`src/source/slam_cfg_pkg.sv`:
```
package slam_cfg_pkg;

  // lane counts of the RSA ports and of one CB row.
  localparam int X_DIM   = 4; // A, M and TB ports.
  localparam int Y_DIM   = 4; // B port.
  localparam int L_LANES = 4; // banks per CB row.

  // element width of one lane.
  localparam int RSA_DW = 16;

  // row address width, also used for run lengths.
  localparam int ROW_LEN  = 10;
  localparam int CB_DEPTH = 1024;

  // row positions covered by the TB new-landmark placement.
  localparam int TB_NEW_STEPS = 5;

endpackage
```
`src/source/cb_row_counter.sv`:
```
`timescale 1ns/1ps

module cb_row_counter import slam_cfg_pkg::*; (
  input  logic               clk,
  input  logic               sys_rst,
  input  logic               i_clr,      // start of a run.
  input  logic               i_inc,      // step to the next row.
  input  logic [ROW_LEN-1:0] i_last_idx, // sampled with i_clr.
  output logic [ROW_LEN-1:0] o_cnt,
  output logic               o_last
);

  logic [ROW_LEN-1:0] last_q;

  always_ff @(posedge clk) begin
    if (sys_rst) begin
      o_cnt  <= '0;
      last_q <= '0;
    end else if (i_clr) begin
      o_cnt  <= '0;
      last_q <= i_last_idx;
    end else if (i_inc) begin
      o_cnt <= o_cnt + 1'b1;
    end
  end

  // end of run is decided here, not in the sequencer.
  assign o_last = (o_cnt == last_q);

endmodule

```
`config.mk`:
```
export PLATFORM = sky130hd
export DESIGN_NAME = cb_row_counter
export DESIGN_NICKNAME = d
export VERILOG_FILES = /design/src/source/slam_cfg_pkg.sv /design/src/source/cb_row_counter.sv
export SDC_FILE = /design/constraint.sdc
export NUM_CORES = 1
export LEC_CHECK = 0
export ABC_CLOCK_PERIOD_IN_PS = 1800
export BUFFER_PORTS_ARGS = -buffer_cell sky130_fd_sc_hd__buf_2
export CAP_MARGIN = 0
export CELL_PAD_IN_SITES_DETAIL_PLACEMENT = 0
export CELL_PAD_IN_SITES_GLOBAL_PLACEMENT = 2
export CORE_ASPECT_RATIO = 1.25
export CORE_MARGIN = 2
export CORE_UTILIZATION = 30
export CTS_CLUSTER_SIZE = 40
export DETAILED_ROUTE_END_ITERATION = 12
export GPL_ROUTABILITY_DRIVEN = 1
export PLACE_DENSITY = 0.74
export SYNTH_ARGS = -nofsm -noshare
export SYNTH_HDL_FRONTEND = slang
export SYNTH_SLANG_ARGS = --single-unit
```
`constraint.sdc`:
```
create_clock -name clk -period 1.8 [get_ports clk]
set_input_delay 0.18 -clock clk [delete_from_list [all_inputs] [get_ports clk]]
set_output_delay 0.18 -clock clk [all_outputs]
set_load 0.01 [all_outputs]
```
* After elaboration in Yosys (flattened, before gate mapping)
Cells that the tools add are included.
** Cells by class
- Add/sub/neg operators :: 1
- Eq/ne operators :: 1
- Reduce and logical (&&, ||, !) cells :: 1
** Operator list (count)
- $add 10x1->10 const B :: 1
- $eq 10x10->1 :: 1
- $reduce_or 2->1 :: 1
** Word-level totals
- Register bits after elaboration :: 20
- Input bits :: 14
- Output and inout port bits :: 11

* Logic depth before layout (Yosys ltp)
- Depth in word-level cells :: 1
- Gate-level depth with buffers :: 4
- Depth with buffers taken out :: 4

* Least setup slack after synthesis
OpenSTA, ideal clock, no wires.
- Path type :: reg-to-reg
- From :: reg o_cnt[2]
- To :: reg o_cnt[7]
- Setup time :: 0.070 ns
- Arrival time :: 1.327 ns
- Data required time :: 1.730 ns
- Setup slack :: 0.403 ns
- Cell stages (with the launch flop) :: 5
- Clock period less this slack :: 1.397 ns
- Cells stage by stage :: dfxtp_1 -> clkbuf_2 -> nand4_4 -> or4_1 -> a21oi_1
** Between the ends
- Longest elaborated chain between the ends :: 1
** Ends and longest elaborated chain
- from (decl) :: line cb_row_counter.sv:9 : output logic [ROW_LEN-1:0] o_cnt,
- from (signal assigned) :: line cb_row_counter.sv:23 : o_cnt <= o_cnt + 1'b1;
- $add 10x1->10 :: line cb_row_counter.sv:23
No other way between the ends.
A chain may end at the register's enable or synchronous reset.

* Worst setup path after layout
- From :: reg o_cnt[0]
- To :: out o_last
** Between the ends
- Longest elaborated chain between the ends :: 1
** Ends and longest elaborated chain
- $eq 10x10->1 :: line cb_row_counter.sv:28 : assign o_last = (o_cnt == last_q);
- to (decl) :: line cb_row_counter.sv:10 : output logic o_last
No other way between the ends.

==> results.md <==
* Status: finished clean
* Total wire length at 1940 um
* Leak Pwr at 0.457 nW
* Multi-input logic area at 488 sq um
* Layout Cells excl Fill at 154
* Final Max Slew Viols at 0
* Fill cells at 324
* Total gr overflow at 0
* Post-DP HPWL at 1480 um
* Critical Path End Type: output port
* Drt wl/cell at 12.6 um
* Fin area at 0.00108 sq mm
* Die Width at 53.5 um
* CORE AREA at 0.00292 sq mm
* Antenna diodes at 0
* Worst hold start: i_last_idx[8]
* Hold_buf cts at 0
* Drt drc at 0
* Required @ worst endpoint at 1.62 ns
* Hold WC Path Type: input pin to flip-flop
* IO buf count at 24
* Register area share after synthesis at 0.436
* Fraction of layout cells with a size suffix above 1 at 0.263
* Largest net degree at the start of global routing at 14
* Number of max-cap violations at 0
* Worst Path Max Fanout at 6
* CTS tree: yes
* Area growth, synth to finish at 18.1%
* Hold path depth at 3
* Flops & latches, synth at 20
* Initial Util at 0.315
* Nets at 135
* Post-synth cell types at 24
* Register Area at 402 sq um
* Antenna violations before repair at 0
* H-tree Lvls at 1
* FP Rows at 22
* Max clock buf depth at 2
* Power per Cell Area at 699 mW/mm^2
* GRT Util Overall at 0.125
* Power Total at 0.000758 W
* First-pass GRT wire length at 3200 um
* Critical path class: flip-flop to output port
* CP max stage cell: dfxtp_1
* Syn_nets at 111
* Mapped Area at 918 sq um
* DP Area at 0.00106 sq mm
* Die H at 65.9 um
* RSZ-0062 raised after global routing: no
* CTS buffer count at 3
* Total iterations of the first detailed-routing run at 4
* Hold path endpoint: last_q[8]
* Via-per-instance ratio at 4.86
* Vias in the first global route at 714
* Maximum vdd drop at 286 uV
* Syn Area/Cell at 9.57 sq um
* Starting DRT DRC Count at 16
* Fin crit period at 1.65 ns
* Arrival time at the worst endpoint at 1.47 ns
* Worst r2r src: o_cnt[0]
* Final setup TNS at 0 ns
* Final setup fails at 0
* Max incr delay on CP at 0.46 ns
* CP startpoint kind: flip-flop
* Worst Reg-to-Reg Cells at 4
* DP Cell Count at 151
* Max-Slew Margin vs Limit at 0.755
* Worst reg2reg setup slack at 0.32 ns
* R2r endpoint: o_cnt[6]
* Post-Synthesis Cells at 96
* Clock transition at path regs at 0.11 ns
* Yosys warns at 0
* F_max at 607 MHz
* Period utilisation layout at 0.916
* Antenna Nets Post-Route at 0
* Routability cong. at 0.694
* Die area at 0.00352 sq mm
* Clk root buf: clkbuf_4
* IO Count at 25
* Fin Clk Skew at 0.00828 ns
* Detailed-route via count at 748
* Cells along the critical path: xnor2_1 -> nand4_1 -> nor4_1 -> buf_2
* Final hold viol count at 0
* Clock latency on the worst-skew pair at 0.29 ns
* Worst Tran Pin Value at 0.367 ns
* TritonCTS sink count at 20
-- worst max-delay path, delay by kind of cell, from the launching register on --
| kind | cells | cell delay [ns] |
|---|---|---|
| flip-flops | 1 | 0.46 |
| buffers and inverters | 1 | 0.18 |
| AND/OR/NAND/NOR | 2 | 0.38 |
| XOR/XNOR | 1 | 0.15 |
-- worst max-delay path by stage --
stage	startpoint	end	slack (ns)	depth (start not counted)
6_report	o_cnt[0]	o_last	0.15	4
5_1_grt	o_cnt[0]	o_last	0.04	4
4_1_cts	o_cnt[2]	o_last	0.06	4
3_5_place_dp	o_cnt[0]	o_cnt[6]	0.34	4
3_3_place_gp	o_cnt[0]	o_cnt[6]	0.38	4
2_1_floorplan	o_cnt[2]	o_cnt[7]	0.40	4
-- where the power goes --
| group | switching (W) | internal [W] |
|---|---|---|
| clock network | 0.000130 | 0.0000778 |
| logic | 0.0000393 | 0.0000416 |
| registers | 0.0000119 | 0.000457 |
| total | 0.000181 | 0.000577 |
-- final cells by class --
cell class,count,share of cell area
Inverter,2,0.00692
Timing Repair Buffer,24,0.111
Tap cell,36,0.0415
Multi-Input combinational cell,69,0.450
Clock buffer,3,0.0208
Sequential cell,20,0.370
-- synthesized netlist by cell type --
master    instances  area [sq um]
nand4_4           1          21.3
or3_2             1          7.51
or2_2             1          6.26
o31ai_1           3          22.5
dfxtp_1          20           400
xor2_1            5          43.8
inv_1             2          7.51
o41ai_1           1          8.76
xnor2_1           9          78.8
a21oi_1           4          20.0
clkbuf_1          2          7.51
or3_1             1          6.26
nand3_1           1          5.00
o311ai_0          1          8.76
o21ai_0           1          5.00
nor2_1           16          60.1
nand2_1           3          11.3
mux2i_1          11           110
or4_1             3          22.5
nor4_1            1          6.26
clkbuf_2          1          5.00
nand4_1           5          31.3
ha_1              1          12.5
buf_2             2          10.0
-- registers in the layout (all words and copies together) (netlist names) --
| name | flops |
|---|---|
| last_q | 10 |
| o_cnt | 10 |
-- stage by stage --
step / util / setup WS, ns / hold WS (ns)
floorplan: - / 0.403 / 0.327
global placement: 0.364 / 0.376 / 0.414
detailed placement: 0.364 / 0.342 / 0.422
CTS: 0.371 / 0.0620 / 0.101
global route: 0.372 / 0.0373 / 0.121
finish: 0.372 / 0.151 / 0.112
-- cells in the final DEF (no fill, tap or decap), types with 2 or more instances in the layout --
cell,count
buf_2,24
or4_1,3
nand4_1,5
nand2_1,3
o31ai_1,3
a21oi_1,4
inv_1,2
xnor2_1,9
xor2_1,5
clkbuf_4,3
dfxtp_1,19
nor2_1,16
mux2i_1,11
-- per-layer routing --
metal  GRT usage  vias up  wire [um]
li1            -      380          -
met1       0.155      346        850
met2       0.190       20        969
met3      0.0294        2         99
met4      0.0801        0         23
met5           0        -          0
-- cells by family after synthesis --
kind of cell,synth area share
AND/OR/NAND/NOR,0.193
flip-flops,0.436
XOR/XNOR,0.134
multiplexers,0.120
AO/OA/AOI/OAI,0.0708
buffers and inverters,0.0327
adder cells (fa/ha/maj),0.0136
-- repair_timing --
action | CTS | global route
resized for setup | 0 | 1
buffers inserted | 0 | 0
setup endpoints to repair | 0 | 1
Power figures use the tool's default switching activity.
