[src/source/slam_cfg_pkg.sv]
package slam_cfg_pkg;

  // lane counts of the RSA ports and of one CB row.
  localparam int X_DIM   = 4; // A, M and TB ports.
  localparam int Y_DIM   = 4; // B port.
  localparam int L_LANES = 4; // banks per CB row.

  // element width of one lane.
  localparam int RSA_DW = 16;

  // row address width, also used for run lengths.
  localparam int ROW_LEN  = 10;
  localparam int CB_DEPTH = 1024;

  // row positions covered by the TB new-landmark placement.
  localparam int TB_NEW_STEPS = 5;

endpackage
[src/source/cb_map_pkg.sv]
package cb_map_pkg;

  import slam_cfg_pkg::*;

  // destination port of a CB row.
  typedef enum logic [1:0] {
    DEST_TB = 2'b00, // temp buffer write data.
    DEST_A  = 2'b01,
    DEST_B  = 2'b10,
    DEST_M  = 2'b11
  } cb_dest_e;

  // lane mapping applied on the way out.
  typedef enum logic [1:0] {
    DIR_IDLE = 2'b00,
    DIR_POS  = 2'b01, // lanes straight.
    DIR_NEG  = 2'b10, // lanes reversed.
    DIR_NEW  = 2'b11  // new-landmark pair, picked by l_k_0.
  } cb_dir_e;

  typedef struct packed {
    cb_dest_e dest;
    cb_dir_e  dir;
  } cb_sel_t;

  // select word carried by stages with no row.
  localparam cb_sel_t CB_SEL_IDLE = '{dest: DEST_TB, dir: DIR_IDLE};

  typedef logic [L_LANES-1:0][RSA_DW-1:0] cb_row_t;
  typedef logic [X_DIM-1:0][RSA_DW-1:0]   cb_xvec_t;
  typedef logic [Y_DIM-1:0][RSA_DW-1:0]   cb_yvec_t;

  typedef struct packed {
    cb_sel_t            sel;
    logic               l_k_0;
    logic [ROW_LEN-1:0] base;  // first row of the run.
    logic [ROW_LEN-1:0] count; // rows minus one.
  } cb_cmd_t;

  typedef struct packed {
    logic [ROW_LEN-1:0] addr;
    cb_row_t            row;
  } cb_wr_t;

  typedef struct packed {
    cb_xvec_t tb;
    cb_xvec_t a;
    cb_yvec_t b;
    cb_xvec_t m;
  } cb_map_out_t;

endpackage

[src/source/cb_read_fsm.sv]
`timescale 1ns/1ps

module cb_read_fsm import slam_cfg_pkg::*, cb_map_pkg::*; (
  input  logic               clk,
  input  logic               sys_rst,

  // command strobe, dropped while busy.
  input  logic               i_cmd_stb,
  input  cb_cmd_t            i_cmd,
  output logic               o_busy,

  // row counter.
  input  logic [ROW_LEN-1:0] i_cnt,
  input  logic               i_cnt_last,
  output logic               o_cnt_clr,
  output logic               o_cnt_inc,
  output logic [ROW_LEN-1:0] o_last_idx,

  // memory read request.
  output logic               o_rd_en,
  output logic [ROW_LEN-1:0] o_rd_addr,

  // mapper controls, aligned with the read data.
  output cb_sel_t            o_map_sel,
  output logic               o_map_l_k_0,
  output logic [ROW_LEN-1:0] o_map_pos,

  // aligned with the mapper output.
  output logic               o_valid,
  output logic               o_done
);

  typedef enum logic {
    S_IDLE,
    S_READ
  } state_e;

  state_e  state;
  state_e  state_nxt;
  cb_cmd_t cmd_q;
  logic    accept;
  logic    issue;
  logic    valid_s1;
  logic    done_s1;

  assign accept = (state == S_IDLE) && i_cmd_stb;
  assign issue  = (state == S_READ); // one read per READ cycle.

  always_comb begin
    state_nxt = state;
    case (state)
      S_IDLE: if (accept) state_nxt = S_READ;
      S_READ: if (i_cnt_last) state_nxt = S_IDLE; // last row issued.
      default: state_nxt = S_IDLE;
    endcase
  end

  always_ff @(posedge clk) begin
    if (sys_rst) begin
      state <= S_IDLE;
    end else begin
      state <= state_nxt;
    end
  end

  always_ff @(posedge clk) begin
    if (accept) begin
      cmd_q <= i_cmd;
    end
  end

  assign o_busy     = issue;
  assign o_cnt_clr  = accept;
  assign o_cnt_inc  = issue && !i_cnt_last;
  assign o_last_idx = i_cmd.count;
  assign o_rd_en    = issue;
  assign o_rd_addr  = cmd_q.base + i_cnt;

  // stage 1 meets the memory data, stage 2 meets the mapper output.
  always_ff @(posedge clk) begin
    if (sys_rst) begin
      o_map_sel <= CB_SEL_IDLE;
      valid_s1  <= 1'b0;
      done_s1   <= 1'b0;
      o_valid   <= 1'b0;
      o_done    <= 1'b0;
    end else begin
      o_map_sel <= issue ? cmd_q.sel : CB_SEL_IDLE; // no row, no output.
      valid_s1  <= issue;
      done_s1   <= issue && i_cnt_last;
      o_valid   <= valid_s1;
      o_done    <= done_s1;
    end
  end

  always_ff @(posedge clk) begin
    o_map_l_k_0 <= cmd_q.l_k_0;
    o_map_pos   <= i_cnt; // row position within the run.
  end

endmodule

[config.mk]
export PLATFORM = sky130hd
export DESIGN_NAME = cb_read_fsm
export DESIGN_NICKNAME = d
export VERILOG_FILES = /design/src/source/slam_cfg_pkg.sv /design/src/source/cb_map_pkg.sv /design/src/source/cb_read_fsm.sv
export SDC_FILE = /design/constraint.sdc
export NUM_CORES = 1
export LEC_CHECK = 0
export ABC_AREA = 1
export ABC_CLOCK_PERIOD_IN_PS = 2200
export BUFFER_PORTS_ARGS = -buffer_cell sky130_fd_sc_hd__clkbuf_2
export CAP_MARGIN = 20
export CORE_MARGIN = 2
export CORE_UTILIZATION = 27
export DETAILED_ROUTE_END_ITERATION = 8
export GPL_ROUTABILITY_DRIVEN = 1
export PLACE_DENSITY = 0.67
export REMOVE_ABC_BUFFERS = 1
export SKIP_CTS_REPAIR_TIMING = 1
export SLEW_MARGIN = 15
export SYNTH_ARGS = -nofsm -noshare
export SYNTH_HDL_FRONTEND = slang
export SYNTH_SLANG_ARGS = --single-unit
export TNS_END_PERCENT = 30
[constraint.sdc]
create_clock -name clk -period 2.2 [get_ports clk]
set_input_delay 0.55 -clock clk [delete_from_list [all_inputs] [get_ports clk]]
set_output_delay 0.55 -clock clk [all_outputs]
set_load 0.02 [all_outputs]
; Word level (Yosys, flattened, before mapping)
; Index checks and enable logic that the tools add are counted.
[totals]
latchBits = 0
out_inout_bits = 41
rom_bits = 0
register_bits = 35
mem_count = 0
ramBits = 0
elab_cells = 23
[classes]
bitwise = 1
n_mul = 0
n_lt_le_gt_ge = 0
n_reduce_logical = 5
n_shift = 0
n_addsub = 1
mux = 3
n_div = 0
n_eq_ne = 0
[op_table]
columns = op, n
row1 = adder 10 bit, 1
row2 = logical AND 1 bit, 3
row3 = two-way mux 1 bit, 2
row4 = one-hot mux 1 bit (2 select lines), 1
row5 = OR reduction 2 bit, 1
row6 = zero test 1 bit, 1
row7 = inverter 1 bit, 1

; Longest topological paths before layout
[logic_depth]
ltp_word = 4
depth_mapped = 9
mapped_depth_nobuf = 9

; Worst setup path before layout
; OpenSTA, ideal clock, no wires.
[synth_path]
path_type = input-to-output
startpoint = input port i_cnt[0]
endpoint = output port o_rd_addr[4]
stages = 5
setup_slack_ns = -0.088
arrival_ns = 1.738
path_buffers = 0
cell_sequence = ha_1 inv_1 fa_1 o21ai_2 xor2_1
[synth_between]
elab_chain_cells = 1
[synth_lines]
columns = element, line_no
row1 = from (decl), cb_read_fsm.sv:13  ; input logic [ROW_LEN-1:0] i_cnt,
row2 = adder 10 bit, cb_read_fsm.sv:77  ; assign o_rd_addr = cmd_q.base + i_cnt;
row3 = to (decl), cb_read_fsm.sv:21  ; output logic [ROW_LEN-1:0] o_rd_addr,
; No other way between the ends.

; Worst setup path after layout
[layout_path]
startpoint = register cmd_q[10] in the netlist's numbering
endpoint = output port o_rd_addr[6]
[layout_between]
elab_chain_cells = 1
[layout_lines]
columns = element, line_no
row1 = from (decl), cb_read_fsm.sv:40  ; cb_cmd_t cmd_q;
row2 = from (signal assigned), cb_read_fsm.sv:68  ; cmd_q <= i_cmd;
row3 = adder 10 bit, cb_read_fsm.sv:77
; No other way between the ends.

==> metrics.cfg <==
[clocking]
clock_latency_ns=0.28
ctsHtreeMaxLevel=2
numCtsBuffers=5
clkTransAtPathRegs_ns=0.07
cts_tree=built
clockRootBuffer=clkbuf_8
cts.sinks=35
cts_buffer_depth=2

[timing]
fin_crit_ns=2.35
relSlewSlack_pct=84.1
maxSlewViolCount=0
finalCritPeriodShare_pct=107
setup_ws_ns=-0.146
clock_skew_ns=0.00288
grt_setup_unrepaired=true
tightestPinTransition_ns=0.238
setup_viol=7
hold_viol=0
timing.hold.ws_ns=0.349
max_freq_mhz=426

[route]
vias_per_cell=3.93
ant_nets=0
drtPass1Iterations=4
drtIter0Drc=11
drc=0
vias=1154
wl_um=3030
wl_per_cell_um=10.3

[synthesis]
ys_warn_count=0
synth_xor_area_share_pct=2.95
syn_inst=153
yosys_most_used_dff=dfxtp_1
synth_mux_area_share_pct=0
synth_top_family_by_area=simple AND/OR/NAND/NOR gates
ys_seq_area_share_pct=57.2
synth_compound_area_share_pct=2.78
synth_adder_area_share_pct=8.92
yosysTopAreaCellShare_pct=30.3
ys_ff_latch=35
syn_area_mm2=0.00149
synth_area_per_cell_um2=9.72
postSynth.asyncResetShare_pct=0
synthTopCellsByArea=edfxtp_1 30%, dfxtp_1 27%, nand2_1 9.1%
synth_enable_flop_cells=15
synth_simple_gate_area_share_pct=16.0
synth_top_area_cell=edfxtp_1
yosys.cell_types.count=16

[final_layout]
fin_area_mm2=0.00207
final_common_cell=clkbuf_2
post-route-util_pct=38.3
mostFrequentLayoutCells=52 x clkbuf_2, 34 x nand2_1, 25 x inv_1
syn2layout_area_growth_pct=39.1
n_fill_cell=560
final_cell_count_no_fill=294
fin_nets=270
antenna_cells=0
drive_gt1_share_pct=40.1

[critical_path]
crit_slowest_cell=edfxtp_1
crit_path_start_kind=flop
crit_chain=ha_4 -> inv_2 -> fa_2 -> o21ai_4 -> nand2_2 -> nand2_1 -> nand2_1 -> nand2_1 -> buf_6
critPathRequiredTime_ns=1.65
cpLargestDelayFamily=adder cells
cp-end-kind=output port
cp_max_fo=3
cp.arrival_ns=1.80
path_buf_inv=2
slowest_delay_ns=0.39
cpMostUsedCell=nand2_1
worstSetupPathType=reg -> out

[place]
placed_area_mm2=0.00187
port_buffers=59
globalplace.congestion=0.724
dpl.hpwl_um=2390
placedCellCount=284

[floorplan]
die_area_mm2=0.00611
io_pins=80
die_height_um=78.2
rows=27
core_area_mm2=0.00541
die_w_um=78.2
initial_core_util_pct=27.5

[min_path]
hold_path.class=reg -> reg

[flow_run]
cap_violations=0

[power_and_ir_drop]
ir_drop_uv=338
power_density_mw_per_mm2=734
p_leak_uw=0.00105
power_uw=1520

[grt]
grt_pass1_vias=1048
antenna_found_initial=0
grtUsageTotal_pct=9.90
grt_remaining_overflow=0
grt_max_degree=16
grt_pass1_wl_um=4550

[outcome]
violations=setup timing
outcome=complete, but fails checks

## worst reg2reg max path, cell delays in order (launching register included)
cell     delay, ns
dfxtp_1       0.33
inv_1         0.09
nand2_1       0.07
inv_1         0.08
buf_4         0.23
## cell families after synthesis
kind of cell               count (synthesis)
DFF                                       35
buffers and inverters                     37
xor gates and xnor gates                   5
adders and majority gates                 10
and+or+nand+nor                           59
AOI/OAI and AO/OA                          7
## stage by stage
stage	setup slack, ns	setup TNS (ns)
after floorplan	-0.0878	-0.162
after global placement	-0.275	-0.908
after detailed placement	-0.307	-1.10
after CTS	-0.308	-1.16
after global routing	-0.241	-1.36
final	-0.146	-0.658
## sequential cells by signal, summed over array words and instances, names as in the netlist
name         count
valid_s1         1
o_map_l_k_0      1
o_done           1
o_valid          1
o_map_sel        4
done_s1          1
o_map_pos       10
o_busy           1
cmd_q           15
## power by group
| part | internal [uW] | switching [uW] |
|---|---|---|
| logic | 160 | 201 |
| registers | 715 | 12.2 |
| clock network | 216 | 214 |
| total | 1090 | 427 |
## area by class of cell
| cell class | instances | area [um2] | area share (%) |
|---|---|---|---|
| Timing Repair Buffer | 72 | 418 | 20.2 |
| Inverter | 26 | 97.6 | 4.72 |
| Tap cell | 72 | 90.1 | 4.36 |
| Sequential cell | 35 | 851 | 41.1 |
| Clock buffer | 6 | 72.6 | 3.51 |
| Multi-Input combinational cell | 81 | 532 | 25.7 |
| Clock inverter | 2 | 7.51 | 0.363 |
## routing by layer
layer | global-route usage [%] | share of wire [%] | up-vias
met5 | 0 | 0 | -
met4 | 4.21 | 1.2 | 0
met3 | 6.32 | 11 | 5
met2 | 16.3 | 50 | 56
met1 | 9.92 | 37 | 491
li1 | - | - | 602
## Yosys cell counts, types with 4 or more instances
master     n
nand2_1   36
inv_1     26
dfxtp_1   20
edfxtp_1  15
nor2_1    15
buf_4     11
ha_1       9
nand3_1    6
a21oi_1    5
xor2_1     4
## worst paths after layout
| kind | cells past startpoint | slack [ns] | start | endpoint |
|---|---|---|---|---|
| worst max-delay path | 9 | -0.15 | cmd_q[10] | o_rd_addr[6] |
| worst min-delay path | 0 | 0.35 | cmd_q[20] | o_map_l_k_0 |
| worst max register to register | 4 | 1.09 | o_busy | cmd_q[13] |
| worst min register to register | 0 | 0.35 | cmd_q[20] | o_map_l_k_0 |
Note: power is estimated with default switching activity, not from simulation.
