**src/source/slam_cfg_pkg.sv**
```systemverilog
package slam_cfg_pkg;

  // lane counts of the RSA ports and of one CB row.
  localparam int X_DIM   = 4; // A, M and TB ports.
  localparam int Y_DIM   = 4; // B port.
  localparam int L_LANES = 4; // banks per CB row.

  // element width of one lane.
  localparam int RSA_DW = 16;

  // row address width, also used for run lengths.
  localparam int ROW_LEN  = 10;
  localparam int CB_DEPTH = 1024;

  // row positions covered by the TB new-landmark placement.
  localparam int TB_NEW_STEPS = 5;

endpackage
```
**src/source/cb_map_pkg.sv**
```systemverilog
package cb_map_pkg;

  import slam_cfg_pkg::*;

  // destination port of a CB row.
  typedef enum logic [1:0] {
    DEST_TB = 2'b00, // temp buffer write data.
    DEST_A  = 2'b01,
    DEST_B  = 2'b10,
    DEST_M  = 2'b11
  } cb_dest_e;

  // lane mapping applied on the way out.
  typedef enum logic [1:0] {
    DIR_IDLE = 2'b00,
    DIR_POS  = 2'b01, // lanes straight.
    DIR_NEG  = 2'b10, // lanes reversed.
    DIR_NEW  = 2'b11  // new-landmark pair, picked by l_k_0.
  } cb_dir_e;

  typedef struct packed {
    cb_dest_e dest;
    cb_dir_e  dir;
  } cb_sel_t;

  // select word carried by stages with no row.
  localparam cb_sel_t CB_SEL_IDLE = '{dest: DEST_TB, dir: DIR_IDLE};

  typedef logic [L_LANES-1:0][RSA_DW-1:0] cb_row_t;
  typedef logic [X_DIM-1:0][RSA_DW-1:0]   cb_xvec_t;
  typedef logic [Y_DIM-1:0][RSA_DW-1:0]   cb_yvec_t;

  typedef struct packed {
    cb_sel_t            sel;
    logic               l_k_0;
    logic [ROW_LEN-1:0] base;  // first row of the run.
    logic [ROW_LEN-1:0] count; // rows minus one.
  } cb_cmd_t;

  typedef struct packed {
    logic [ROW_LEN-1:0] addr;
    cb_row_t            row;
  } cb_wr_t;

  typedef struct packed {
    cb_xvec_t tb;
    cb_xvec_t a;
    cb_yvec_t b;
    cb_xvec_t m;
  } cb_map_out_t;

endpackage

```
**src/source/cb_douta_map.sv**
```systemverilog
`timescale 1ns/1ps

module cb_douta_map import slam_cfg_pkg::*, cb_map_pkg::*; (
  input  logic               clk,
  input  logic               sys_rst,
  input  cb_sel_t            i_sel,
  input  logic               i_l_k_0, // low bit of the landmark index.
  input  logic [ROW_LEN-1:0] i_pos,   // row position within the run.
  input  cb_row_t            i_row,
  output cb_map_out_t        o_map
);

  // lane mapping shared by the A, B and M ports.
  function automatic cb_row_t map_operand(
    input cb_dir_e dir,
    input logic    l_k_0,
    input cb_row_t row
  );
    cb_row_t res;
    res = '0;
    case (dir)
      DIR_POS: res = row;
      DIR_NEG: begin
        for (int i = 0; i < L_LANES; i++) begin
          res[i] = row[L_LANES-1-i];
        end
      end
      DIR_NEW: begin
        // odd landmark sits in banks 0-1, even one in banks 2-3.
        res[0] = l_k_0 ? row[0] : row[2];
        res[1] = l_k_0 ? row[1] : row[3];
      end
      default: res = '0;
    endcase
    return res;
  endfunction

  // diagonal placement of the new landmark pair into the temp buffer.
  function automatic cb_row_t map_tb(
    input cb_dir_e            dir,
    input logic               l_k_0,
    input logic [ROW_LEN-1:0] pos,
    input cb_row_t            row
  );
    logic [RSA_DW-1:0] lo;
    logic [RSA_DW-1:0] hi;
    cb_row_t           res;
    lo  = l_k_0 ? row[0] : row[2];
    hi  = l_k_0 ? row[1] : row[3];
    res = '0;
    if (dir == DIR_NEW && pos < ROW_LEN'(TB_NEW_STEPS)) begin
      case (pos)
        'd0: res[3] = hi;
        'd1: res[0] = lo;
        'd2: begin
          res[0] = hi;
          res[1] = lo;
        end
        'd3: begin
          res[1] = hi;
          res[2] = lo;
        end
        'd4: begin
          res[2] = hi;
          res[3] = lo;
        end
        default: res = '0;
      endcase
    end
    return res;
  endfunction

  // only the named port carries data, the other three read zero.
  always_ff @(posedge clk) begin
    if (sys_rst) begin
      o_map <= '0;
    end else begin
      o_map.tb <= (i_sel.dest == DEST_TB) ? map_tb(i_sel.dir, i_l_k_0, i_pos, i_row) : '0;
      o_map.a  <= (i_sel.dest == DEST_A) ? map_operand(i_sel.dir, i_l_k_0, i_row) : '0;
      o_map.b  <= (i_sel.dest == DEST_B) ? map_operand(i_sel.dir, i_l_k_0, i_row) : '0;
      o_map.m  <= (i_sel.dest == DEST_M) ? map_operand(i_sel.dir, i_l_k_0, i_row) : '0;
    end
  end

endmodule

```
**config.mk**
```make
export PLATFORM = sky130hd
export DESIGN_NAME = cb_douta_map
export DESIGN_NICKNAME = d
export VERILOG_FILES = /design/src/source/slam_cfg_pkg.sv /design/src/source/cb_map_pkg.sv /design/src/source/cb_douta_map.sv
export SDC_FILE = /design/constraint.sdc
export NUM_CORES = 1
export LEC_CHECK = 0
export BUFFER_PORTS_ARGS = -buffer_cell sky130_fd_sc_hd__buf_4
export CAP_MARGIN = 10
export CORE_ASPECT_RATIO = 0.6
export CORE_UTILIZATION = 43
export CTS_CLUSTER_SIZE = 20
export DETAILED_ROUTE_END_ITERATION = 12
export GPL_ROUTABILITY_DRIVEN = 0
export GPL_TIMING_DRIVEN = 1
export PLACE_DENSITY = 0.87
export SLEW_MARGIN = 20
export SYNTH_ARGS = -nofsm -noshare
export SYNTH_HDL_FRONTEND = slang
export SYNTH_SLANG_ARGS = --single-unit
export TNS_END_PERCENT = 5
```
**constraint.sdc**
```tcl
create_clock -name clk -period 1.75 [get_ports clk]
set_clock_uncertainty 0.2 [all_clocks]
set_input_delay 0.35 -clock clk [delete_from_list [all_inputs] [get_ports clk]]
set_output_delay 0.35 -clock clk [all_outputs]
set_load 0.01 [all_outputs]
```
-- After elaboration in Yosys (flattened, before gate mapping)
Cells that the tools add are included.
- register bits: 256
- output and inout bits: 256
- logic and storage cells: 47
- magnitude comparators: 1
- eq/ne operators: 10
- mux-type cells: 8
- bitwise operators: 5
- reduce and logical (&&, ||, !) cells: 7
- operators with widths (operator ; count):
    one-hot mux 16 bit (2 select lines) ; 4
    one-hot mux 32 bit (3 select lines) ; 1
    one-hot mux 32 bit (2 select lines) ; 1
    2-to-1 mux 16 bit ; 2
    equality test 10 x 2 -> 1 bit (second input constant) ; 2
    equality test 10 x 1 -> 1 bit (second input constant) ; 1
    equality test 10 x 3 -> 1 bit (second input constant) ; 1
    logical NOT 10 bit ; 1
    < comparator 10 x 3 -> 1 bit (second input constant) ; 1
    equality test 2 bit (second input constant) ; 4
    OR reduction 2 bit ; 3
    inverter 1 bit ; 5
    equality test 2 x 1 -> 1 bit (second input constant) ; 2
    OR reduction 3 bit ; 1
    logical NOT 2 bit ; 1
    logical AND 1 bit ; 1

-- Logic depth before layout (Yosys ltp)
Gate-level depths: netlist of run 1.
- word-level depth: 4
- depth in mapped cells: 7

-- Worst setup path after synthesis of run 1
Ideal clock, no wire load.
- kind: input port to flip-flop
- start: input i_l_k_0
- end: register o_map[0] (netlist bit)
- library setup time: 0.132 ns
- data arrival time: 1.521 ns
- path slack: -0.104 ns
- stages on the path: 5
- path buffers: 2
- cells stage by stage: buf_2 -> buf_4 -> mux2_2 -> a222oi_1 -> nor2_1
- word-level cells in the longest chain between the ends: 2
- ends and longest elaborated chain (item ; line ; text):
    from (decl) ; cb_douta_map.sv:7 ; input logic i_l_k_0,
    2-to-1 mux 16 bit ; cb_douta_map.sv:30 ; res[0] = l_k_0 ? row[0] : row[2];
    one-hot mux 32 bit (3 select lines) ; cb_douta_map.sv:21 ; case (dir)
    to (decl) ; cb_douta_map.sv:10 ; output cb_map_out_t o_map
No other way between the ends.
A chain may end at the register's enable or synchronous reset.

-- Worst setup path after layout of run 1
- start: input i_sel[0] (netlist bit)
- end: register o_map[23] (netlist bit)
- word-level cells in the longest chain between the ends: 2
- elaborated cells on any way between the ends: 4
- ends and longest elaborated chain (item ; line ; text):
    from (decl) ; cb_douta_map.sv:6 ; input cb_sel_t i_sel,
    equality test 2 bit / equality test 2 x 1 -> 1 bit (equally long branches) ; cb_douta_map.sv:21 ;
    one-hot mux 32 bit (3 select lines) (*) ; cb_douta_map.sv:21 ;
Mark *: on every way between the ends. The rest lies on a longest branch, timed or not.

==> flow_metrics.py, run 1 <==
metrics = {
    "yosys": {
        "syn_nets": 879,
        "synth.avg_cell_area_sq_um": 10.7,
        "synth_edf_count": 0,
        "ys_async_sr_fraction": 0,
        "synth_seq_area_share": 0.606,
        "synth.most_common_cell": "dfxtp_1",
        "synth.largest_area_cell": "dfxtp_1",
        "synthTopCellsByCount": "dfxtp_1, nor2_1, clkbuf_1",
        "yosysWarnings": 0,
        "ys_ff_latch": 256,
        "synth.top_cells.by_area": "dfxtp_1, nor2_1, mux2_2, mux4_2, a222oi_1",
        "synth.top_cell.area_share": 0.606,
        "synth_ff_type": "dfxtp_1",
        "syn_inst": 794,
        "synthesis.area_sq_mm": 0.00846,
        "synth_cell_type_count": 28,
    },
    "clock_network": {
        "cts_root_buf": "clkbuf_16",
        "postCtsSetupBuffers": 0,
        "clkTransAtPathRegs_ps": 70,
        "clock-sinks": 256,
        "cts_hold_buf": 0,
        "clk_path_buf_depth": 3,
        "cts_resized": 0,
        "numCtsBuffers": 23,
        "htreeDepth": 1,
        "cts_tree": "done",
    },
    "pwr": {
        "p_leak_uw": 0.00578,
        "power.total_uw": 12900,
        "ir_worst_vdd_mv": 0.590,
        "p_per_area_mw_per_mm2": 1010,
    },
    "layout": {
        "largest-register": "o_map",
        "top_regs": "o_map (256)",
        "fillerInstances": 1395,
        "finalNonFillerCells": 1483,
        "antenna_cells": 0,
        "drive_gt1_frac": 0.441,
        "nets": 1285,
        "area_growth_pct": 51.7,
        "design_area_sq_mm": 0.0128,
        "largest_reg_flops": 256,
    },
    "placed_design": {
        "numPortBuffers": 336,
        "post-place-ws_ps": -398,
        "placedInstanceArea_sq_mm": 0.0120,
        "hpwl_microns": 22600,
        "post-place-cells": 1441,
    },
    "timing": {
        "finalCritPeriodShare": 0.920,
        "finalHoldViolCount": 0,
        "report.final.setup_viol": 0,
        "worst_hold_slack_ps": 48.0,
        "maxSlewHeadroom": 0.496,
        "worstMarginPinSlew_ps": 753,
        "rsz0062_at_grt": "no",
        "finalCriticalPeriod_ps": 1610,
        "drv_slew": 0,
        "fmax_ghz": 0.621,
        "fin_ws_ps": 140,
    },
    "route": {
        "dr.pass1.iters": 7,
        "drc_errors": 0,
        "routed_wl_microns": 31000,
        "avgRoutedWirePerCell_microns": 20.9,
        "num_vias": 7819,
        "dr.first_iter.drc_count": 945,
        "routed_via_density": 5.27,
        "drtAntennaViolNets": 0,
    },
    "die": {
        "initial_core_util": 0.442,
        "dieArea_sq_mm": 0.0203,
        "core_sq_mm": 0.0191,
        "die_x_microns": 183,
        "placementRows": 39,
        "fp.dieH_microns": 111,
        "io_pins": 337,
    },
    "critical_path": {
        "path_buf_inv": 4,
        "path_cells": "buf_4 > buf_4 > ha_2 > buf_12 > a222oi_1 > buf_4 > nor2_1",
        "critical_path_arrival_ps": 1800,
        "critPathMaxFanout": 64,
        "slowest_delay_ps": 530,
        "crit_type": "in -> reg",
        "crit_family": "buffers and inverters",
        "start_kind": "input port",
        "cp_common_cell": "buf_4",
        "cp.required_ps": 1940,
        "slowest_stage": "a222oi_1",
        "crit_path_end_kind": "flip-flop",
    },
    "run_status": {
        "status": "finished clean",
    },
    "global_route": {
        "antenna_found_initial": 0,
        "grt_pass1_vias": 7466,
        "grt.met2_usage": 0.432,
        "use_met3": 0.0640,
        "grt-ovfl-total": 0,
        "grt_max_degree": 65,
        "met1_usage": 0.428,
        "grt.busiest_layer": "met2",
        "grt_usage": 0.293,
        "grt_pass1_wl_microns": 44600,
    },
    "min_path": {
        "hold_path.class": "in -> reg",
    },
    "run": {
        "cap_violations": 0,
    },
}
[cell families after synthesis]
family / share of synthesized area
adder cells (fa/ha/maj): 0.00592
buffers and inverters: 0.0342
flip-flops: 0.606
multiplexers: 0.104
AND/OR/NAND/NOR: 0.150
AO/OA/AOI/OAI: 0.100
[power by group]
| part | switching (uW) | internal [uW] | total (uW) |
|---|---|---|---|
| Sequential | 22.9 | 5900 | 5920 |
| Combinational | 787 | 735 | 1520 |
| Clock | 2250 | 3210 | 5460 |
[layout by cell type (no fill, tap or decap), types with 2 or more instances in the layout]
cell	instances
mux2_2	32
mux4_2	16
clkbuf_1	4
a22oi_1	32
clkbuf_16	23
or2_1	3
mux2i_1	16
inv_1	2
nand2_1	32
ha_1	2
bufinv_16	4
nor2_1	241
clkinvlp_4	3
buf_12	12
a222oi_1	32
nor2b_1	18
buf_4	433
ha_2	2
a22o_1	32
inv_6	3
clkbuf_8	4
or3b_1	2
dfxtp_1	256
nand4_1	3
[area by class of cell]
cell class                 count  area, sq um  area share
sequential                   256         5120       0.399
clock inverter                11          178      0.0138
tap                          266          333      0.0259
clock buffer                  31          646      0.0503
timing repair buffer         445         3490       0.272
multi-input combinational    472         3050       0.238
inverter                       2         7.51    0.000585
[final timing paths]
| kind | to | depth (start not counted) | slack, ps | from |
|---|---|---|---|---|
| worst max-delay path | o_map[23] | 7 | 140 | i_sel[0] |
| worst min-delay path | o_map[130] | 4 | 50 | i_row[2] |
[metal layers]
| metal | wire length (microns) | up-vias |
|---|---|---|
| li1 | - | 3532 |
| met1 | 13600 | 3702 |
| met2 | 13300 | 525 |
| met3 | 3190 | 60 |
| met4 | 871 | 0 |
| met5 | 0 | - |
[per-stage QoR]
| step | setup TNS [ps] | util |
|---|---|---|
| after floorplan | -1750 | - |
| after global placement | -26780 | 0.628 |
| after detailed placement | -31010 | 0.628 |
| after CTS | 0 | 0.671 |
| after global routing | 0 | 0.671 |
| final | 0 | 0.671 |
Power figures use the tool's default switching activity.
==> run 2, diff against run 1 <==
--- a/config.mk
+++ b/config.mk
@@ -13,6 +13,7 @@
 export DETAILED_ROUTE_END_ITERATION = 12
 export GPL_ROUTABILITY_DRIVEN = 0
 export GPL_TIMING_DRIVEN = 1
+export MAX_ROUTING_LAYER = met4
 export PLACE_DENSITY = 0.87
 export SLEW_MARGIN = 20
 export SYNTH_ARGS = -nofsm -noshare
==> constraint.sdc (replaced) <==
create_clock -name clk -period 1.4 [get_ports clk]
set_clock_uncertainty 0.2 [all_clocks]
set_input_delay 0.28 -clock clk [delete_from_list [all_inputs] [get_ports clk]]
set_output_delay 0.28 -clock clk [all_outputs]
set_load 0.01 [all_outputs]
==> run 2 against run 1 <==
Against the previous run: worst hold slack lost 32 ps; clock power grew 21%; wire length grew 17%; cell count grew 4.8%; critical path depth shrank 6; sequential share of layout area shrank 2.8 points; power grew 26%; largest power group unchanged; the run now ends with setup timing left; sequential power grew 26%; cell area grew 13%; first-iteration DRC count shrank 0.32%; combinational power grew 43%; worst setup slack lost 200 ps.
==> flow_metrics.py, run 2 (synthesized netlist as in run 1, its figures left out) <==
metrics = {
    "clock_network": {
        "numCtsBuffers": 22,
        "htreeDepth": 1,
        "clock-sinks": 256,
        "cts_root_buf": "clkbuf_16",
        "cts_tree": "done",
        "clkTransAtPathRegs_ps": 70,
        "clk_path_buf_depth": 3,
    },
    "run_status": {
        "violations": "setup timing",
        "status": "finished with violations",
    },
    "layout": {
        "drive_gt1_frac": 0.633,
        "fillerInstances": 1185,
        "largest-register": "o_map",
        "layout_commonest_cell": "buf_4",
        "layout_common_cells": "buf_4, nor2_1, buf_6",
        "area_growth_pct": 71.4,
        "design_area_sq_mm": 0.0145,
        "nets": 1357,
        "top_regs": "o_map (256)",
        "largest_reg_flops": 256,
    },
    "timing": {
        "report.final.setup_viol": 254,
        "drv_slew": 0,
        "finalHoldViolCount": 0,
        "fmax_ghz": 0.684,
        "fin_setup_tns_ps": -5020,
        "fin_ws_ps": -61.2,
        "finalCritPeriodShare": 1.04,
        "worstMarginPinSlew_ps": 690,
        "finalCriticalPeriod_ps": 1460,
        "rsz0062_at_grt": "yes",
        "maxSlewHeadroom": 0.540,
    },
    "global_route": {
        "grt-ovfl-total": 0,
        "grt_pass1_vias": 8571,
        "grt_max_degree": 33,
        "antenna_found_initial": 1,
        "grt_pass1_wl_microns": 51300,
        "grt_usage": 0.345,
    },
    "critical_path": {
        "path_cells": "buf_6",
        "critical_path_arrival_ps": 980,
        "crit_family": "flip-flops",
        "crit_start": "o_map[99]",
        "slowest_stage": "dfxtp_2",
        "cp.required_ps": 920,
        "start_kind": "flip-flop",
        "crit_path_end_kind": "output port",
        "crit_type": "reg -> out",
        "slowest_delay_ps": 370,
        "path_buf_inv": 1,
        "path_depth": 1,
        "critPathMaxFanout": 1,
    },
    "placed_design": {
        "numPortBuffers": 336,
        "hpwl_microns": 23800,
        "placedInstanceArea_sq_mm": 0.0125,
    },
    "pwr": {
        "p_leak_uw": 0.00638,
        "p_per_area_mw_per_mm2": 1120,
        "ir_worst_vdd_mv": 0.891,
        "power.total_uw": 16200,
    },
    "route": {
        "num_vias": 8623,
        "routed_via_density": 5.55,
        "dr.first_iter.drc_count": 942,
        "dr.pass1.iters": 6,
        "avgRoutedWirePerCell_microns": 23.3,
        "routed_wl_microns": 36200,
        "drtAntennaViolNets": 0,
        "drc_errors": 0,
    },
    "min_path": {
        "hold_path.class": "in -> reg",
        "min_from": "i_row[37]",
        "whs_endpoint": "o_map[21]",
        "whs_path_depth": 4,
    },
    "die": {
        "dieArea_sq_mm": 0.0203,
        "initial_core_util": 0.442,
        "io_pins": 337,
        "die_x_microns": 183,
        "placementRows": 39,
        "fp.dieH_microns": 111,
        "core_sq_mm": 0.0191,
    },
    "run": {
        "cap_violations": 0,
    },
}
-- run 2: worst max path at each step --
stage          slack, ps          to
3_5_place_dp        -540  o_map[202]
6_report             -60   o_map[99]
5_1_grt              -80   o_map[99]
4_1_cts              -60   o_map[96]
3_3_place_gp        -560   o_map[22]
2_1_floorplan       -190   o_map[64]
-- run 2: what timing repair did --
item,in CTS,in global routing
pin swaps,3,5
hold buffers,7,0
cloned,0,0
endpoints found under the setup margin,269,304
buffers inserted,0,2
endpoints found under the hold margin,17,0
gates resized for setup,310,125
-- run 2: final cells by class --
type	count	area [sq um]	share of cell area
Sequential cell	256	5390	0.372
Timing Repair Buffer	518	4850	0.335
Multi-Input combinational cell	472	3130	0.216
Clock buffer	27	611	0.0421
Tap cell	266	333	0.0230
Clock inverter	12	158	0.0109
Inverter	2	20.0	0.00138
Antenna cell	1	2.50	0.000173
-- run 2: power breakdown --
part	leakage [uW]	switching (uW)	internal [uW]
combinational	0.00384	1070	1110
clock	0.000369	2890	3710
sequential	0.00217	48.5	7380
total	0.00638	4010	12200
-- run 2: metrics by stage --
step	instances	hold WS (ps)	setup WS (ps)	utilization
final	1554	15.5	-61.2	0.758
after global routing	1554	16.7	-76.5	0.758
after CTS	1551	-5.24	-63.2	0.743
after detailed placement	1505	444	-536	0.655
after global placement	1505	436	-560	0.655
after floorplan	794	262	-192	-
-- run 2: metal layers --
metal	up-vias	routed length [microns]	global-route usage
li1	3684	-	-
met1	4241	14900	0.437
met5	-	0	-
met2	596	16700	0.539
met4	0	1250	0.122
met3	102	3350	0.0828
==> run 3, diff against run 2 <==
--- a/config.mk
+++ b/config.mk
@@ -5,16 +5,17 @@
 export SDC_FILE = /design/constraint.sdc
 export NUM_CORES = 1
 export LEC_CHECK = 0
+export ABC_AREA = 1
 export BUFFER_PORTS_ARGS = -buffer_cell sky130_fd_sc_hd__buf_4
-export CAP_MARGIN = 10
+export CAP_MARGIN = 30
 export CORE_ASPECT_RATIO = 0.6
-export CORE_UTILIZATION = 43
+export CORE_UTILIZATION = 49
 export CTS_CLUSTER_SIZE = 20
 export DETAILED_ROUTE_END_ITERATION = 12
 export GPL_ROUTABILITY_DRIVEN = 0
 export GPL_TIMING_DRIVEN = 1
 export MAX_ROUTING_LAYER = met4
-export PLACE_DENSITY = 0.87
+export PLACE_DENSITY = 0.92
 export SLEW_MARGIN = 20
 export SYNTH_ARGS = -nofsm -noshare
 export SYNTH_HDL_FRONTEND = slang
==> constraint.sdc (replaced) <==
create_clock -name clk -period 1.5 [get_ports clk]
set_clock_uncertainty 0.2 [all_clocks]
set_input_delay 0.3 -clock clk [delete_from_list [all_inputs] [get_ports clk]]
set_output_delay 0.3 -clock clk [all_outputs]
set_load 0.01 [all_outputs]
==> run 3 against run 2 <==
Against the previous run: the run now ends clean; worst setup slack gained 74 ps; sequential power shrank 7.1%; combinational power shrank 24%; power shrank 13%; via count grew 9.4%; global-route usage grew 2.0 points; critical path depth is the same; flip-flop and latch count is the same; sequential share of layout area grew 1.8 points; largest cell class unchanged; largest power group unchanged; highest routed layer unchanged.
==> flow_metrics.py, run 3 <==
metrics = {
    "run_status": {
        "status": "finished clean",
    },
    "die": {
        "core_sq_mm": 0.0175,
        "die_x_microns": 177,
        "placementRows": 37,
        "initial_core_util": 0.512,
        "fp.dieH_microns": 107,
        "io_pins": 337,
        "dieArea_sq_mm": 0.0189,
    },
    "critical_path": {
        "slowest_stage": "dfxtp_1",
        "critical_path_arrival_ps": 990,
        "crit_family": "flip-flops",
        "path_buf_inv": 1,
        "critPathMaxFanout": 1,
        "path_cells": "buf_4",
        "crit_type": "reg -> out",
        "crit_path_end_kind": "output port",
        "start_kind": "flip-flop",
        "path_depth": 1,
        "cp.required_ps": 1000,
        "slowest_delay_ps": 330,
    },
    "layout": {
        "area_growth_pct": 47.3,
        "fillerInstances": 1243,
        "layout_commonest_cell": "buf_4",
        "layout_common_cells": "buf_4, dfxtp_1, nor2_1",
        "final_util": 0.754,
        "drive_gt1_frac": 0.332,
        "largest-register": "o_map",
        "finalNonFillerCells": 1746,
        "top_regs": "o_map (256)",
        "nets": 1583,
        "largest_reg_flops": 256,
        "antenna_cells": 0,
    },
    "yosys": {
        "synth.most_common_cell": "dfxtp_1",
        "ys_async_sr_fraction": 0,
        "synth_ff_type": "dfxtp_1",
        "synth.largest_area_cell": "dfxtp_1",
        "synth.avg_cell_area_sq_um": 8.07,
        "syn_nets": 1199,
        "synth.top_cells.by_area": "dfxtp_1, nor2_1, nand3_1, nand2_1, o21ai_0",
        "ys_ff_latch": 256,
        "synth_edf_count": 0,
        "yosysWarnings": 0,
        "synthesis.area_sq_mm": 0.00899,
        "synthTopCellsByCount": "dfxtp_1, nor2_1, nand2_1",
        "syn_inst": 1114,
        "synth_cell_type_count": 22,
        "synth_seq_area_share": 0.570,
        "synth.top_cell.area_share": 0.570,
    },
    "route": {
        "avgRoutedWirePerCell_microns": 19.6,
        "num_vias": 9432,
        "dr.pass1.iters": 6,
        "wl_met2_microns": 14900,
        "m1WireLength_microns": 13800,
        "routed_wl_microns": 34200,
        "wl_met3_microns": 4190,
        "drc_errors": 0,
        "dr.max_layer_used": "met4",
        "dr.first_iter.drc_count": 1317,
        "drtAntennaViolNets": 0,
        "routed_via_density": 5.40,
    },
    "global_route": {
        "grt-ovfl-total": 0,
        "grt_max_degree": 50,
        "grt_pass1_wl_microns": 50800,
        "grt_usage": 0.366,
        "grt_pass1_vias": 9025,
        "antenna_found_initial": 0,
    },
    "clock_network": {
        "htreeDepth": 1,
        "clk_path_buf_depth": 3,
        "postCtsSetupBuffers": 0,
        "cts_root_buf": "clkbuf_16",
        "clkTransAtPathRegs_ps": 70,
        "clock-sinks": 256,
        "cts_tree": "done",
        "numCtsBuffers": 22,
    },
    "timing": {
        "report.final.setup_viol": 0,
        "worstMarginPinSlew_ps": 360,
        "finalCritPeriodShare": 0.992,
        "drv_slew": 0,
        "rsz0062_at_grt": "yes",
        "fmax_ghz": 0.672,
        "finalCriticalPeriod_ps": 1490,
        "finalHoldViolCount": 0,
        "maxSlewHeadroom": 0.757,
    },
    "min_path": {
        "whs_path_depth": 5,
        "hold_path.class": "in -> reg",
    },
    "pwr": {
        "p_per_area_mw_per_mm2": 1070,
        "p_leak_uw": 0.00595,
        "ir_worst_vdd_mv": 1.04,
    },
    "placed_design": {
        "post-place-cells": 1702,
        "numPortBuffers": 336,
        "hpwl_microns": 26000,
    },
    "run": {
        "cap_violations": 0,
    },
}
[run 3: report_power, final]
group / leakage, uW / total [uW] / switching (uW) / internal [uW]
clock network: 0.000344 / 5610 / 2500 / 3100
logic: 0.00353 / 1660 / 986 / 670
registers: 0.00208 / 6900 / 27.7 / 6880
[run 3: what timing repair did]
item                                   4_1_cts  5_1_grt
endpoints found under the hold margin        9        0
gates resized for setup                     15       20
hold buffers                                 6        0
setup endpoints to repair                   21       42
pin swaps                                    0        0
[run 3: final cells by class]
type,instances,area [sq um],share of cell area
clock inverter,5,33.8,0.00255
inverter,77,289,0.0218
tap,234,293,0.0221
multi-input combinational,701,3220,0.243
clock buffer,33,673,0.0509
timing repair buffer,440,3570,0.270
sequential,256,5150,0.389
[run 3: logic make-up (layout without fill, tap and decap cells)]
kind of cell,after synthesis,after routing,share of synthesized area
AO/OA/AOI/OAI,192,192,0.117
adder cells (fa/ha/maj),4,4,0.00557
buffers and inverters,157,555,0.0755
flip-flops,256,256,0.570
AND/OR/NAND/NOR,505,505,0.232
[run 3: metrics by stage]
stage               area [sq um]  power (uW)  setup slack, ps  TNS [ps]  hold slack (ps)
floorplan                   9030        7740            -10.7     -1460              303
global placement           12400        8600             -485    -54070              490
detailed placement         12400        8640             -557    -66970              489
CTS                        13200       14100            0.122         0             8.92
global route               13200       14600            -2.28     -2.28             37.7
finish                     13200       14200             12.6         0             6.43
[run 3: path summary, 6_finish.rpt]
| check | startpoint | end | slack [ps] |
|---|---|---|---|
| max | o_map[112] | o_map[112] | 10 |
| min | i_row[13] | o_map[125] | 6 |
[run 3: metal layers]
| layer | up-vias | GRT usage |
|---|---|---|
| li1 | 4309 | - |
| met1 | 4351 | 0.472 |
| met2 | 655 | 0.550 |
| met3 | 117 | 0.100 |
| met4 | 0 | 0.134 |
| met5 | - | - |
